### src/bubl_cfg_pkg.sv
//----------------------------------------------------------------------
// Board configuration types and sizes shared by the bubl board blocks
//----------------------------------------------------------------------
`default_nettype none

package bubl_cfg_pkg;

    // Game variant bits taken from the download header
    typedef struct packed {
        logic bootleg;
        logic tokio;
    } variant_t;

    // Debug view selection
    typedef enum logic [1:0] {
        DBG_STATUS     = 2'd0,
        DBG_MAIN_LATCH = 2'd1,
        DBG_SND_LATCH  = 2'd2,
        DBG_NONE       = 2'd3
    } dbg_view_t;

    // Video RAM is 4 kB
    localparam int VRAM_AW = 12;

    // Palette RAM is 512 bytes
    localparam int PAL_AW = 9;

    // Header byte offset carrying the variant bits
    localparam logic [1:0] HDR_CFG_ADDR = 2'd0;

endpackage

`default_nettype wire

### src/bubl_bus_pkg.sv
//----------------------------------------------------------------------
// Bus and mailbox types for the main CPU and sound CPU ports
//----------------------------------------------------------------------
`default_nettype none

package bubl_bus_pkg;

    // Main CPU address width on the video side
    localparam int CPU_AW = 13;

    // Main CPU mailbox commands
    typedef enum logic [2:0] {
        MAIN_IDLE        = 3'd0,
        MAIN_WR_CMD      = 3'd1,
        MAIN_RD_REPLY    = 3'd2,
        MAIN_SET_SND_RST = 3'd3,
        MAIN_CLR_SND_RST = 3'd4
    } main_op_t;

    // Sound CPU mailbox commands
    typedef enum logic [1:0] {
        SND_IDLE     = 2'd0,
        SND_WR_REPLY = 2'd1,
        SND_RD_CMD   = 2'd2
    } snd_op_t;

    // Any op other than idle acts as a one-cycle strobe
    typedef struct packed {
        main_op_t    op;
        logic [7:0]  data;
    } main_req_t;

    typedef struct packed {
        snd_op_t     op;
        logic [7:0]  data;
    } snd_req_t;

    // Main CPU access to VRAM and palette
    typedef struct packed {
        logic [CPU_AW-1:0] addr;
        logic [7:0]        dout;
        logic              rnw;
        logic              vram_cs;
        logic              pal_cs;
    } cpu_bus_t;

    // Mailbox state as seen by both CPUs
    typedef struct packed {
        logic [7:0] snd_latch;
        logic [7:0] main_latch;
        logic       snd_flag;
        logic       main_flag;
        logic       snd_rst;
    } mbox_stat_t;

endpackage

`default_nettype wire

### src/bubl_debug_mux.sv
//----------------------------------------------------------------------
// Registered selector for the debug view byte
//----------------------------------------------------------------------
`timescale 1ns/1ns
`default_nettype none

module bubl_debug_mux
    import bubl_cfg_pkg::*;
    import bubl_bus_pkg::*;
(
    input  wire        clk,
    input  wire        rst,
    input  dbg_view_t  debug_sel,
    input  variant_t   variant,
    input  wire        snd_rst_eff,
    input  mbox_stat_t mbox,
    output logic [7:0] debug_view
);

    always_ff @(posedge clk) begin
        if (rst) begin
            debug_view <= '0;
        end else begin
            case (debug_sel)
                // Status bits, bit 5 shows the sound CPU running
                DBG_STATUS:     debug_view <= {2'b00, ~snd_rst_eff, mbox.snd_rst,
                                               2'b00, variant.bootleg, variant.tokio};
                DBG_MAIN_LATCH: debug_view <= mbox.main_latch;
                DBG_SND_LATCH:  debug_view <= mbox.snd_latch;
                default:        debug_view <= '0;
            endcase
        end
    end

endmodule

`default_nettype wire

### config.mk
export PLATFORM = sky130hd
export DESIGN_NAME = bubl_debug_mux
export DESIGN_NICKNAME = d
export VERILOG_FILES = /design/src/bubl_cfg_pkg.sv /design/src/bubl_bus_pkg.sv /design/src/bubl_debug_mux.sv
export SDC_FILE = /design/constraint.sdc
export NUM_CORES = 1
export LEC_CHECK = 0
export ABC_AREA = 1
export BUFFER_PORTS_ARGS = -buffer_cell sky130_fd_sc_hd__buf_2
export CAP_MARGIN = 0
export CORE_AREA = 4 4 41 43
export CTS_CLUSTER_SIZE = 10
export DETAILED_ROUTE_END_ITERATION = 8
export DIE_AREA = 0 0 45 47
export GPL_TIMING_DRIVEN = 0
export HOLD_SLACK_MARGIN = 0.03
export PLACE_DENSITY = 0.6
export RECOVER_POWER = 50
export SYNTH_ARGS = -nofsm -noshare
export SYNTH_HDL_FRONTEND = slang
export SYNTH_SLANG_ARGS = --single-unit
export TNS_END_PERCENT = 50
### constraint.sdc
create_clock -name clk -period 0.9 [get_ports clk]
set_input_delay 0.18 -clock clk [delete_from_list [all_inputs] [get_ports clk]]
set_output_delay 0.18 -clock clk [all_outputs]
set_load 0.01 [all_outputs]
==> flow_summary_export.csv <==
group,metric,value,unit
route,vias,415,
logic_synthesis,synth_top_area_share,44.4,%
sta,finalSetupViolCount,0,
clock_tree,clockBufferDepth,2,
finish,diodes,0,
route,drc_errors,0,
logic_synthesis,syn_area_per_cell,7.07,um2
floorplanning,die_w,45,um
logic_synthesis,yosysTopAreaCell,"dfxtp_1",
worst_setup_path,crit_chain,"buf_2",
grt,grt.total_usage,9.90,%
placement,gp_congestion,0.704,
placement,place_ws,-4.60,ps
floorplanning,core_area,1300,um2
grt,grt_start_max_net_pins,8,
pwr,p_switching,0.183,mW
worst_setup_path,critical_path_class,"reg2out",
clock_tree,postCtsHoldBufs,0,
worst_setup_path,arrival,660,ps
logic_synthesis,synth_nets,77,
min_path,hp-class,"in2reg",
placement,hpwl,799,um
worst_setup_path,cp-start-kind,"flop",
sta,hold_viol,0,
clock_tree,cts_resized,0,
route,postRouteAntennaNets,0,
sta,timing.fmax,1.18,GHz
floorplanning,rows,13,
finish,fillers,150,
finish,synthToLayoutAreaGrowth,52.8,%
floorplanning,io_pins,34,
sta,slew_headroom,75.6,%
worst_setup_path,required,720,ps
sta,tightest_slew,365,ps
sta,fin_crit_sh,93.9,%
pwr,power_frac_clock,32.2,%
worst_setup_path,worst_path_max_delay_cell,"dfxtp_1",
pwr,p_comb_share,19.2,%
grt,antenna_found_initial,0,
sta,finalCriticalPeriod,845,ps
finish,largest_reg_flops,8,
pwr,power.leakage,0.323,nW
logic_synthesis,synth_cell_types,9,
route,drt_iter0_drc,8,
pwr,internal-power,0.597,mW
sta,grt_setup_unrepaired,"false",
grt,grt_pass1_vias,367,
logic_synthesis,synth_seq_cells,8,
clock_tree,htree_levels,1,
min_path,min_from,"rst",
worst_setup_path,worstSetupEndpointType,"output pin",
finish,num-nets-final,113,
clock_tree,cts_tree,"built",
clock_tree,cts_setup_buffers,0,
pwr,cellPowerDensity,1420,nW/um2
placement,io_buffers,31,
worst_setup_path,cp_slowest_stage_delay,300,ps
min_path,whs_endpoint,"debug_view[3]",
logic_synthesis,syn_inst,51,
route,post_drt_wl_per_cell,9.01,um
worst_setup_path,crit_buf_inv,1,
pwr,seq_power_share,48.6,%
logic_synthesis,ys_seq_area_share,44.4,%
route,dr.pass1.iters,4,
clock_tree,root_buffer,"clkbuf_4",
floorplanning,dieArea,2120,um2
logic_synthesis,synth_area_leaders,"dfxtp_1 44%, nand3_1 17%, nand2_1 17%",
grt,gr-total-overflow,0,
job,cap_violations,0,
pwr,total_power,0.780,mW
min_path,min_path_cells,2,
pwr,switching_share,23.4,%
clock_tree,path_clk_slew,50,ps
floorplanning,initial_utilization,27.7,%
worst_setup_path,critPathMaxFanout,1,
finish,largestRegisters,"debug_view x8",
finish,regMostFlops,"debug_view",
grt,grt_pass1_wl,1390,um
route,routed_via_density,4.15,
sta,finalMaxSlewViolations,0,
worst_setup_path,crit_family,"flip-flops",
clock_tree,clock_sinks,8,
floorplanning,die_y,47,um
pwr,vdd_drop_max,0.000471,V
clock_tree,cts_buffers,3,
sta,worst_slack,55.3,ps
logic_synthesis,synth_area,360,um2
finish,drive_above_1_share,44.7,%
logic_synthesis,yosys_warnings,0,
outcome,outcome,"completed",
route,routed_wl,901,um
## worst max path at each step
stage                       start             to  slack [ps]  depth (start not counted)
detailed placement   debug_sel[0]  debug_view[1]          -5                          6
floorplan            debug_sel[0]  debug_view[0]         290                          5
global placement     debug_sel[0]  debug_view[1]          30                          6
CTS                 debug_view[0]  debug_view[0]          30                          1
global route        debug_view[0]  debug_view[0]          10                          1
finish              debug_view[0]  debug_view[0]          60                          1
## cell families after synthesis
group	count (synthesis)	share of synthesized area (%)
simple gates	31	40.6
flops	8	44.4
buf+inv	8	8.33
compound gates	4	6.60
## cells in the final DEF (no fill, tap or decap)
cell type / synthesis / final
nand2_1: 16 / 16
inv_1: 6 / 6
inv_2: 2 / 2
nand3_1: 12 / 12
a21oi_1: 3 / 3
nor2_2: 0 / 1
nor2_4: 2 / 1
clkbuf_4: 0 / 3
dfxtp_1: 8 / 8
buf_2: 0 / 30
clkbuf_1: 0 / 1
a21oi_2: 1 / 1
nor2_1: 1 / 1
## power groups by stage
stage | sequential [mW] | combinational, mW | clock, mW
6_report | 0.379 | 0.150 | 0.251
5_1_grt | 0.381 | 0.169 | 0.280
4_1_cts | 0.379 | 0.155 | 0.268
3_5_place_dp | 0.386 | 0.155 | 0
3_3_place_gp | 0.385 | 0.153 | 0
2_1_floorplan | 0.398 | 0.0554 | 0
## metrics by stage
step	utilization [%]	TNS (ps)	area [um2]	hold WS (ps)	std cells
floorplan	-	0	360	242	51
global placement	41.1	0	534	408	97
detailed placement	41.1	-4.60	534	411	97
CTS	42.8	0	557	146	100
global route	42.3	0	551	157	100
finish	42.3	0	551	155	100
## metal layers
metal | part of all wire (%) | routed length [um] | up-vias | GRT usage, %
met5 | 0 | 0 | - | 0
met4 | 2.1 | 19 | 0 | 12.3
met3 | 12 | 111 | 2 | 2.68
met2 | 46 | 410 | 22 | 13.6
met1 | 40 | 359 | 159 | 11.2
li1 | - | - | 232 | -
## area by class of cell
class / count / area, um2 / share of cell area [%]
Clock buffer: 3 / 22.5 / 4.09
Multi-Input combinational cell: 35 / 165 / 30.0
Tap cell: 15 / 18.8 / 3.41
Sequential cell: 8 / 160 / 29.1
Timing Repair Buffer: 31 / 154 / 28.0
Inverter: 8 / 30.0 / 5.45
## cells in the mapped netlist
cell type,n
nand3_1,12
nand2_1,16
nor2_1,1
nor2_4,2
a21oi_1,3
a21oi_2,1
inv_2,2
dfxtp_1,8
inv_1,6
No activity file was read; power rests on OpenSTA's default activity.
