$ cat src/bubl_bus_pkg.sv
//----------------------------------------------------------------------
// Bus and mailbox types for the main CPU and sound CPU ports
//----------------------------------------------------------------------
`default_nettype none

package bubl_bus_pkg;

    // Main CPU address width on the video side
    localparam int CPU_AW = 13;

    // Main CPU mailbox commands
    typedef enum logic [2:0] {
        MAIN_IDLE        = 3'd0,
        MAIN_WR_CMD      = 3'd1,
        MAIN_RD_REPLY    = 3'd2,
        MAIN_SET_SND_RST = 3'd3,
        MAIN_CLR_SND_RST = 3'd4
    } main_op_t;

    // Sound CPU mailbox commands
    typedef enum logic [1:0] {
        SND_IDLE     = 2'd0,
        SND_WR_REPLY = 2'd1,
        SND_RD_CMD   = 2'd2
    } snd_op_t;

    // Any op other than idle acts as a one-cycle strobe
    typedef struct packed {
        main_op_t    op;
        logic [7:0]  data;
    } main_req_t;

    typedef struct packed {
        snd_op_t     op;
        logic [7:0]  data;
    } snd_req_t;

    // Main CPU access to VRAM and palette
    typedef struct packed {
        logic [CPU_AW-1:0] addr;
        logic [7:0]        dout;
        logic              rnw;
        logic              vram_cs;
        logic              pal_cs;
    } cpu_bus_t;

    // Mailbox state as seen by both CPUs
    typedef struct packed {
        logic [7:0] snd_latch;
        logic [7:0] main_latch;
        logic       snd_flag;
        logic       main_flag;
        logic       snd_rst;
    } mbox_stat_t;

endpackage

`default_nettype wire

$ cat src/bubl_mailbox.sv
//----------------------------------------------------------------------
// Two-way command mailbox between main and sound CPU, with pending
// flags and the software sound reset register
//----------------------------------------------------------------------
`timescale 1ns/1ns
`default_nettype none

module bubl_mailbox
    import bubl_bus_pkg::*;
(
    input  wire        clk,
    input  wire        rst,
    input  wire        snd_rst_eff,
    input  main_req_t  main_req,
    input  snd_req_t   snd_req,
    output mbox_stat_t mbox
);

    snd_op_t    snd_op;
    logic       main_wr;
    logic       main_rd;
    logic       snd_wr;
    logic       snd_rd;

    logic [7:0] snd_latch;
    logic [7:0] main_latch;
    logic       snd_flag;
    logic       main_flag;
    logic       snd_rst;

    // Sound side is deaf while held in reset
    assign snd_op  = snd_rst_eff ? SND_IDLE : snd_req.op;

    assign main_wr = (main_req.op == MAIN_WR_CMD);
    assign main_rd = (main_req.op == MAIN_RD_REPLY);
    assign snd_wr  = (snd_op == SND_WR_REPLY);
    assign snd_rd  = (snd_op == SND_RD_CMD);

    always_ff @(posedge clk) begin
        if (rst) begin
            snd_latch  <= '0;
            main_latch <= '0;
            snd_flag   <= 1'b0;
            main_flag  <= 1'b0;
            snd_rst    <= 1'b0;
        end else begin
            // Main to sound direction, set wins over clear
            if (main_wr) begin
                snd_latch <= main_req.data;
                snd_flag  <= 1'b1;
            end else if (snd_rd) begin
                snd_flag  <= 1'b0;
            end

            // Sound to main direction
            if (snd_wr) begin
                main_latch <= snd_req.data;
            end
            if (snd_rst_eff) begin
                main_flag <= 1'b0;
            end else if (snd_wr) begin
                main_flag <= 1'b1;
            end else if (main_rd) begin
                main_flag <= 1'b0;
            end

            case (main_req.op)
                MAIN_SET_SND_RST: snd_rst <= 1'b1;
                MAIN_CLR_SND_RST: snd_rst <= 1'b0;
                default:          snd_rst <= snd_rst;
            endcase
        end
    end

    assign mbox.snd_latch  = snd_latch;
    assign mbox.main_latch = main_latch;
    assign mbox.snd_flag   = snd_flag;
    assign mbox.main_flag  = main_flag;
    assign mbox.snd_rst    = snd_rst;

endmodule

`default_nettype wire

$ cat config.mk
export PLATFORM = sky130hd
export DESIGN_NAME = bubl_mailbox
export DESIGN_NICKNAME = d
export VERILOG_FILES = /design/src/bubl_bus_pkg.sv /design/src/bubl_mailbox.sv
export SDC_FILE = /design/constraint.sdc
export NUM_CORES = 1
export LEC_CHECK = 0
export BUFFER_PORTS_ARGS = -buffer_cell sky130_fd_sc_hd__clkbuf_2
export CORE_UTILIZATION = 41
export DETAILED_ROUTE_END_ITERATION = 10
export PLACE_DENSITY = 0.72
export SETUP_SLACK_MARGIN = 0.4
export SYNTH_ARGS = -nofsm -noshare
export SYNTH_HDL_FRONTEND = slang
export SYNTH_SLANG_ARGS = --single-unit
$ cat constraint.sdc
create_clock -name clk -period 1.19 [get_ports clk]
set_clock_uncertainty 0.15 [all_clocks]
set_input_delay 0.0595 -clock clk [delete_from_list [all_inputs] [get_ports clk]]
set_output_delay 0.0595 -clock clk [all_outputs]
set_load 0.02 [all_outputs]
==> flow_summary.toml <==
[outcome]
status = "complete, but fails checks"
violations = "hold timing"

[yosys]
syn_avg_cell_area_um2 = 8.24
ys_ff_latch = 19
synth_top_area_cell = "dfxtp_1"
ys_warn_count = 0
synth_area_um2 = 733
yosysSeqAreaShare_pct = 51.9
synth_cell_type_count = 15
syn-instance-count = 89
synthesis.nets = 113
synth_top_area_share_pct = 51.9
synth_area_leaders = "dfxtp_1, nand2_1, a21oi_1"

[detailed_routing]
wl_um = 2690
vias = 906
ant_nets = 0
drc = 0
wl_per_cell_um = 15.4
vias_per_cell = 5.21
drtIter0Drc = 23
dr.pass1.iters = 4

[sta]
setup_tns_ps = 0
fmax_mhz = 989
worst_hold_slack_ps = -175
final-hold-violation-count = 6
finalMaxSlewViolations = 0
slew_headroom_pct = 68.6
setup_violations = 0
min_period_over_period_pct = 85.0
rsz0062_at_grt = "true"
worst_pin_slew_ps = 472
fin_crit_ps = 1010

[die]
core-area_um2 = 1590
row_count = 14
die-height_um = 44.3
start_util_pct = 46.0
dieArea_um2 = 1960
die_x_um = 44.3
pin_count = 43

[clock_tree]
clk_latency_ps = 300
cts_tree = "yes"
numClockSinks = 19
clk_path_buf_depth = 2
cts_buffers = 3
clk_pin_slew_ps = 110
hold_buffers = 13
cts_htree_levels = 1
root_buffer = "clkbuf_4"

[global_route]
grt_max_degree = 20
grt_pass1_wl_um = 3420
grt.overflow.total = 0
grt_pass1_vias = 808
antenna_found_initial = 0
grtUsageTotal_pct = 24.2

[min_path]
min_from = "snd_req[1]"
hold_end = "main_latch[1]$_SDFFE_PP0N_"
hold_path_class = "in2reg"
hold_depth = 3

[critical_path]
ff2ff_setup_slack_ps = 270
arrival_ps = 800
cp_data_required_time_ps = 980
crit_family = "flip-flops"
end_kind = "primary output"
reg2reg_depth = 3
path_cells = "buf_8"
max_stage_delay_ps = 380
regToRegStartpoint = "main_flag$_SDFFE_PP0P_"
worst-setup-path-type = "reg2out"
cp-start-kind = "flop"
slowest_stage = "dfxtp_2"
r2r-end = "main_flag$_SDFFE_PP0P_"
path_buf_inv = 1
path_max_fanout = 2

[layout]
syn2layout_area_growth_pct = 98.1
drive_gt1_share_pct = 63.3
fillers = 65
nets = 175
antenna_cells = 0

[power_and_ir_drop]
max-vdd-ir-drop_v = 0.000957
power_density_nw_per_um2 = 900
leakage_nw = 0.622
p_total_w = 0.00131

[placed_design]
portBuffers = 42
dp_hpwl_um = 1280
gp_congestion = 0.663

[job]
max_cap_violations = 0
-- cells in the final DEF, fill, tap and decap left out --
cell type	n
or3b_4	3
inv_1	2
buf_6	3
clkbuf_2	22
a21oi_1	12
dfxtp_2	19
a22oi_2	1
clkbuf_4	3
o21ai_0	1
o21ai_1	1
nor3_2	1
nor3b_2	2
buf_4	5
nand2_4	1
dlygate4sd3_1	11
nand2_1	24
nor2b_1	1
o31ai_2	1
or3b_1	1
a21oi_2	6
buf_2	1
nand2_2	7
dlymetal6s4s_1	2
clkinv_2	1
buf_8	19
-- synthesized netlist by cell type --
library cell,n
dfxtp_1,19
or3b_1,3
o31ai_1,1
nand2_1,32
nor2b_1,1
buf_1,1
nor3_1,1
buf_2,2
inv_1,2
nor3b_2,2
a22oi_1,1
buf_4,3
o21ai_0,2
a21oi_1,18
buf_6,1
-- through the flow --
step | hold WS [ps] | area (µm²) | worst slack (ps) | instances | util [%]
2_1_floorplan | -11.2 | 741 | 247 | 89 | -
3_3_place_gp | 137 | 948 | 40.4 | 151 | 59.5
3_5_place_dp | 143 | 948 | 7.04 | 151 | 59.5
4_1_cts | -177 | 1310 | 173 | 168 | 81.9
5_1_grt | -176 | 1450 | 158 | 174 | 91.1
6_report | -175 | 1450 | 179 | 174 | 91.1
-- worst max path at each step --
stage / from / to / cells past startpoint
final: snd_latch[6]$_SDFFE_PP0N_ / mbox[17] / 1
after global routing: main_latch[7]$_SDFFE_PP0N_ / mbox[10] / 1
after CTS: snd_latch[3]$_SDFFE_PP0N_ / mbox[14] / 1
after detailed placement: main_req[10] / snd_latch[3]$_SDFFE_PP0N_ / 4
after global placement: main_req[10] / snd_latch[2]$_SDFFE_PP0N_ / 4
after floorplan: main_req[10] / snd_latch[3]$_SDFFE_PP0N_ / 4
-- report_power, final --
| group | switching, W | internal, W | total [W] |
|---|---|---|---|
| Sequential | 0.0000226 | 0.000663 | 0.000686 |
| Combinational | 0.000127 | 0.000158 | 0.000285 |
| Clock | 0.000212 | 0.000125 | 0.000338 |
-- layout make-up --
| cell class | instances | area (µm²) | share of cell area, % |
|---|---|---|---|
| Inverter | 2 | 7.51 | 0.517 |
| Tap cell | 24 | 30.0 | 2.07 |
| Multi-Input combinational cell | 62 | 377 | 25.9 |
| Sequential cell | 19 | 404 | 27.8 |
| Clock inverter | 1 | 5.00 | 0.345 |
| Clock buffer | 3 | 22.5 | 1.55 |
| Timing Repair Buffer | 63 | 607 | 41.8 |
-- layer usage --
metal	GRT usage, %	up-vias	wire length, µm
li1	-	414	-
met1	24.9	427	1040
met2	47.6	49	1420
met3	4.08	16	110
met4	9.09	0	114
met5	0	-	0
-- what timing repair did --
| action | in CTS | in global routing |
|---|---|---|
| gates resized for setup | 58 | 43 |
| buffers inserted | 0 | 5 |
| endpoints found under the setup margin | 37 | 35 |
| hold endpoints to repair | 19 | 6 |
| cloned | 0 | 1 |
| pin swaps | 2 | 11 |
-- sequential cells by signal (all words and copies together), names as in the netlist --
signal	cells
main_flag	1
snd_latch	8
main_latch	8
snd_rst	1
snd_flag	1
-- cell families (layout without fill, tap and decap cells) --
| kind of cell | after synthesis | after routing | synth area share [%] |
|---|---|---|---|
| and+or+nand+nor | 39 | 40 | 24.9 |
| AOI/OAI and AO/OA | 22 | 22 | 15.7 |
| DFF | 19 | 19 | 51.9 |
| buffers and inverters | 9 | 69 | 7.51 |
(Power assumes the default switching activity.)
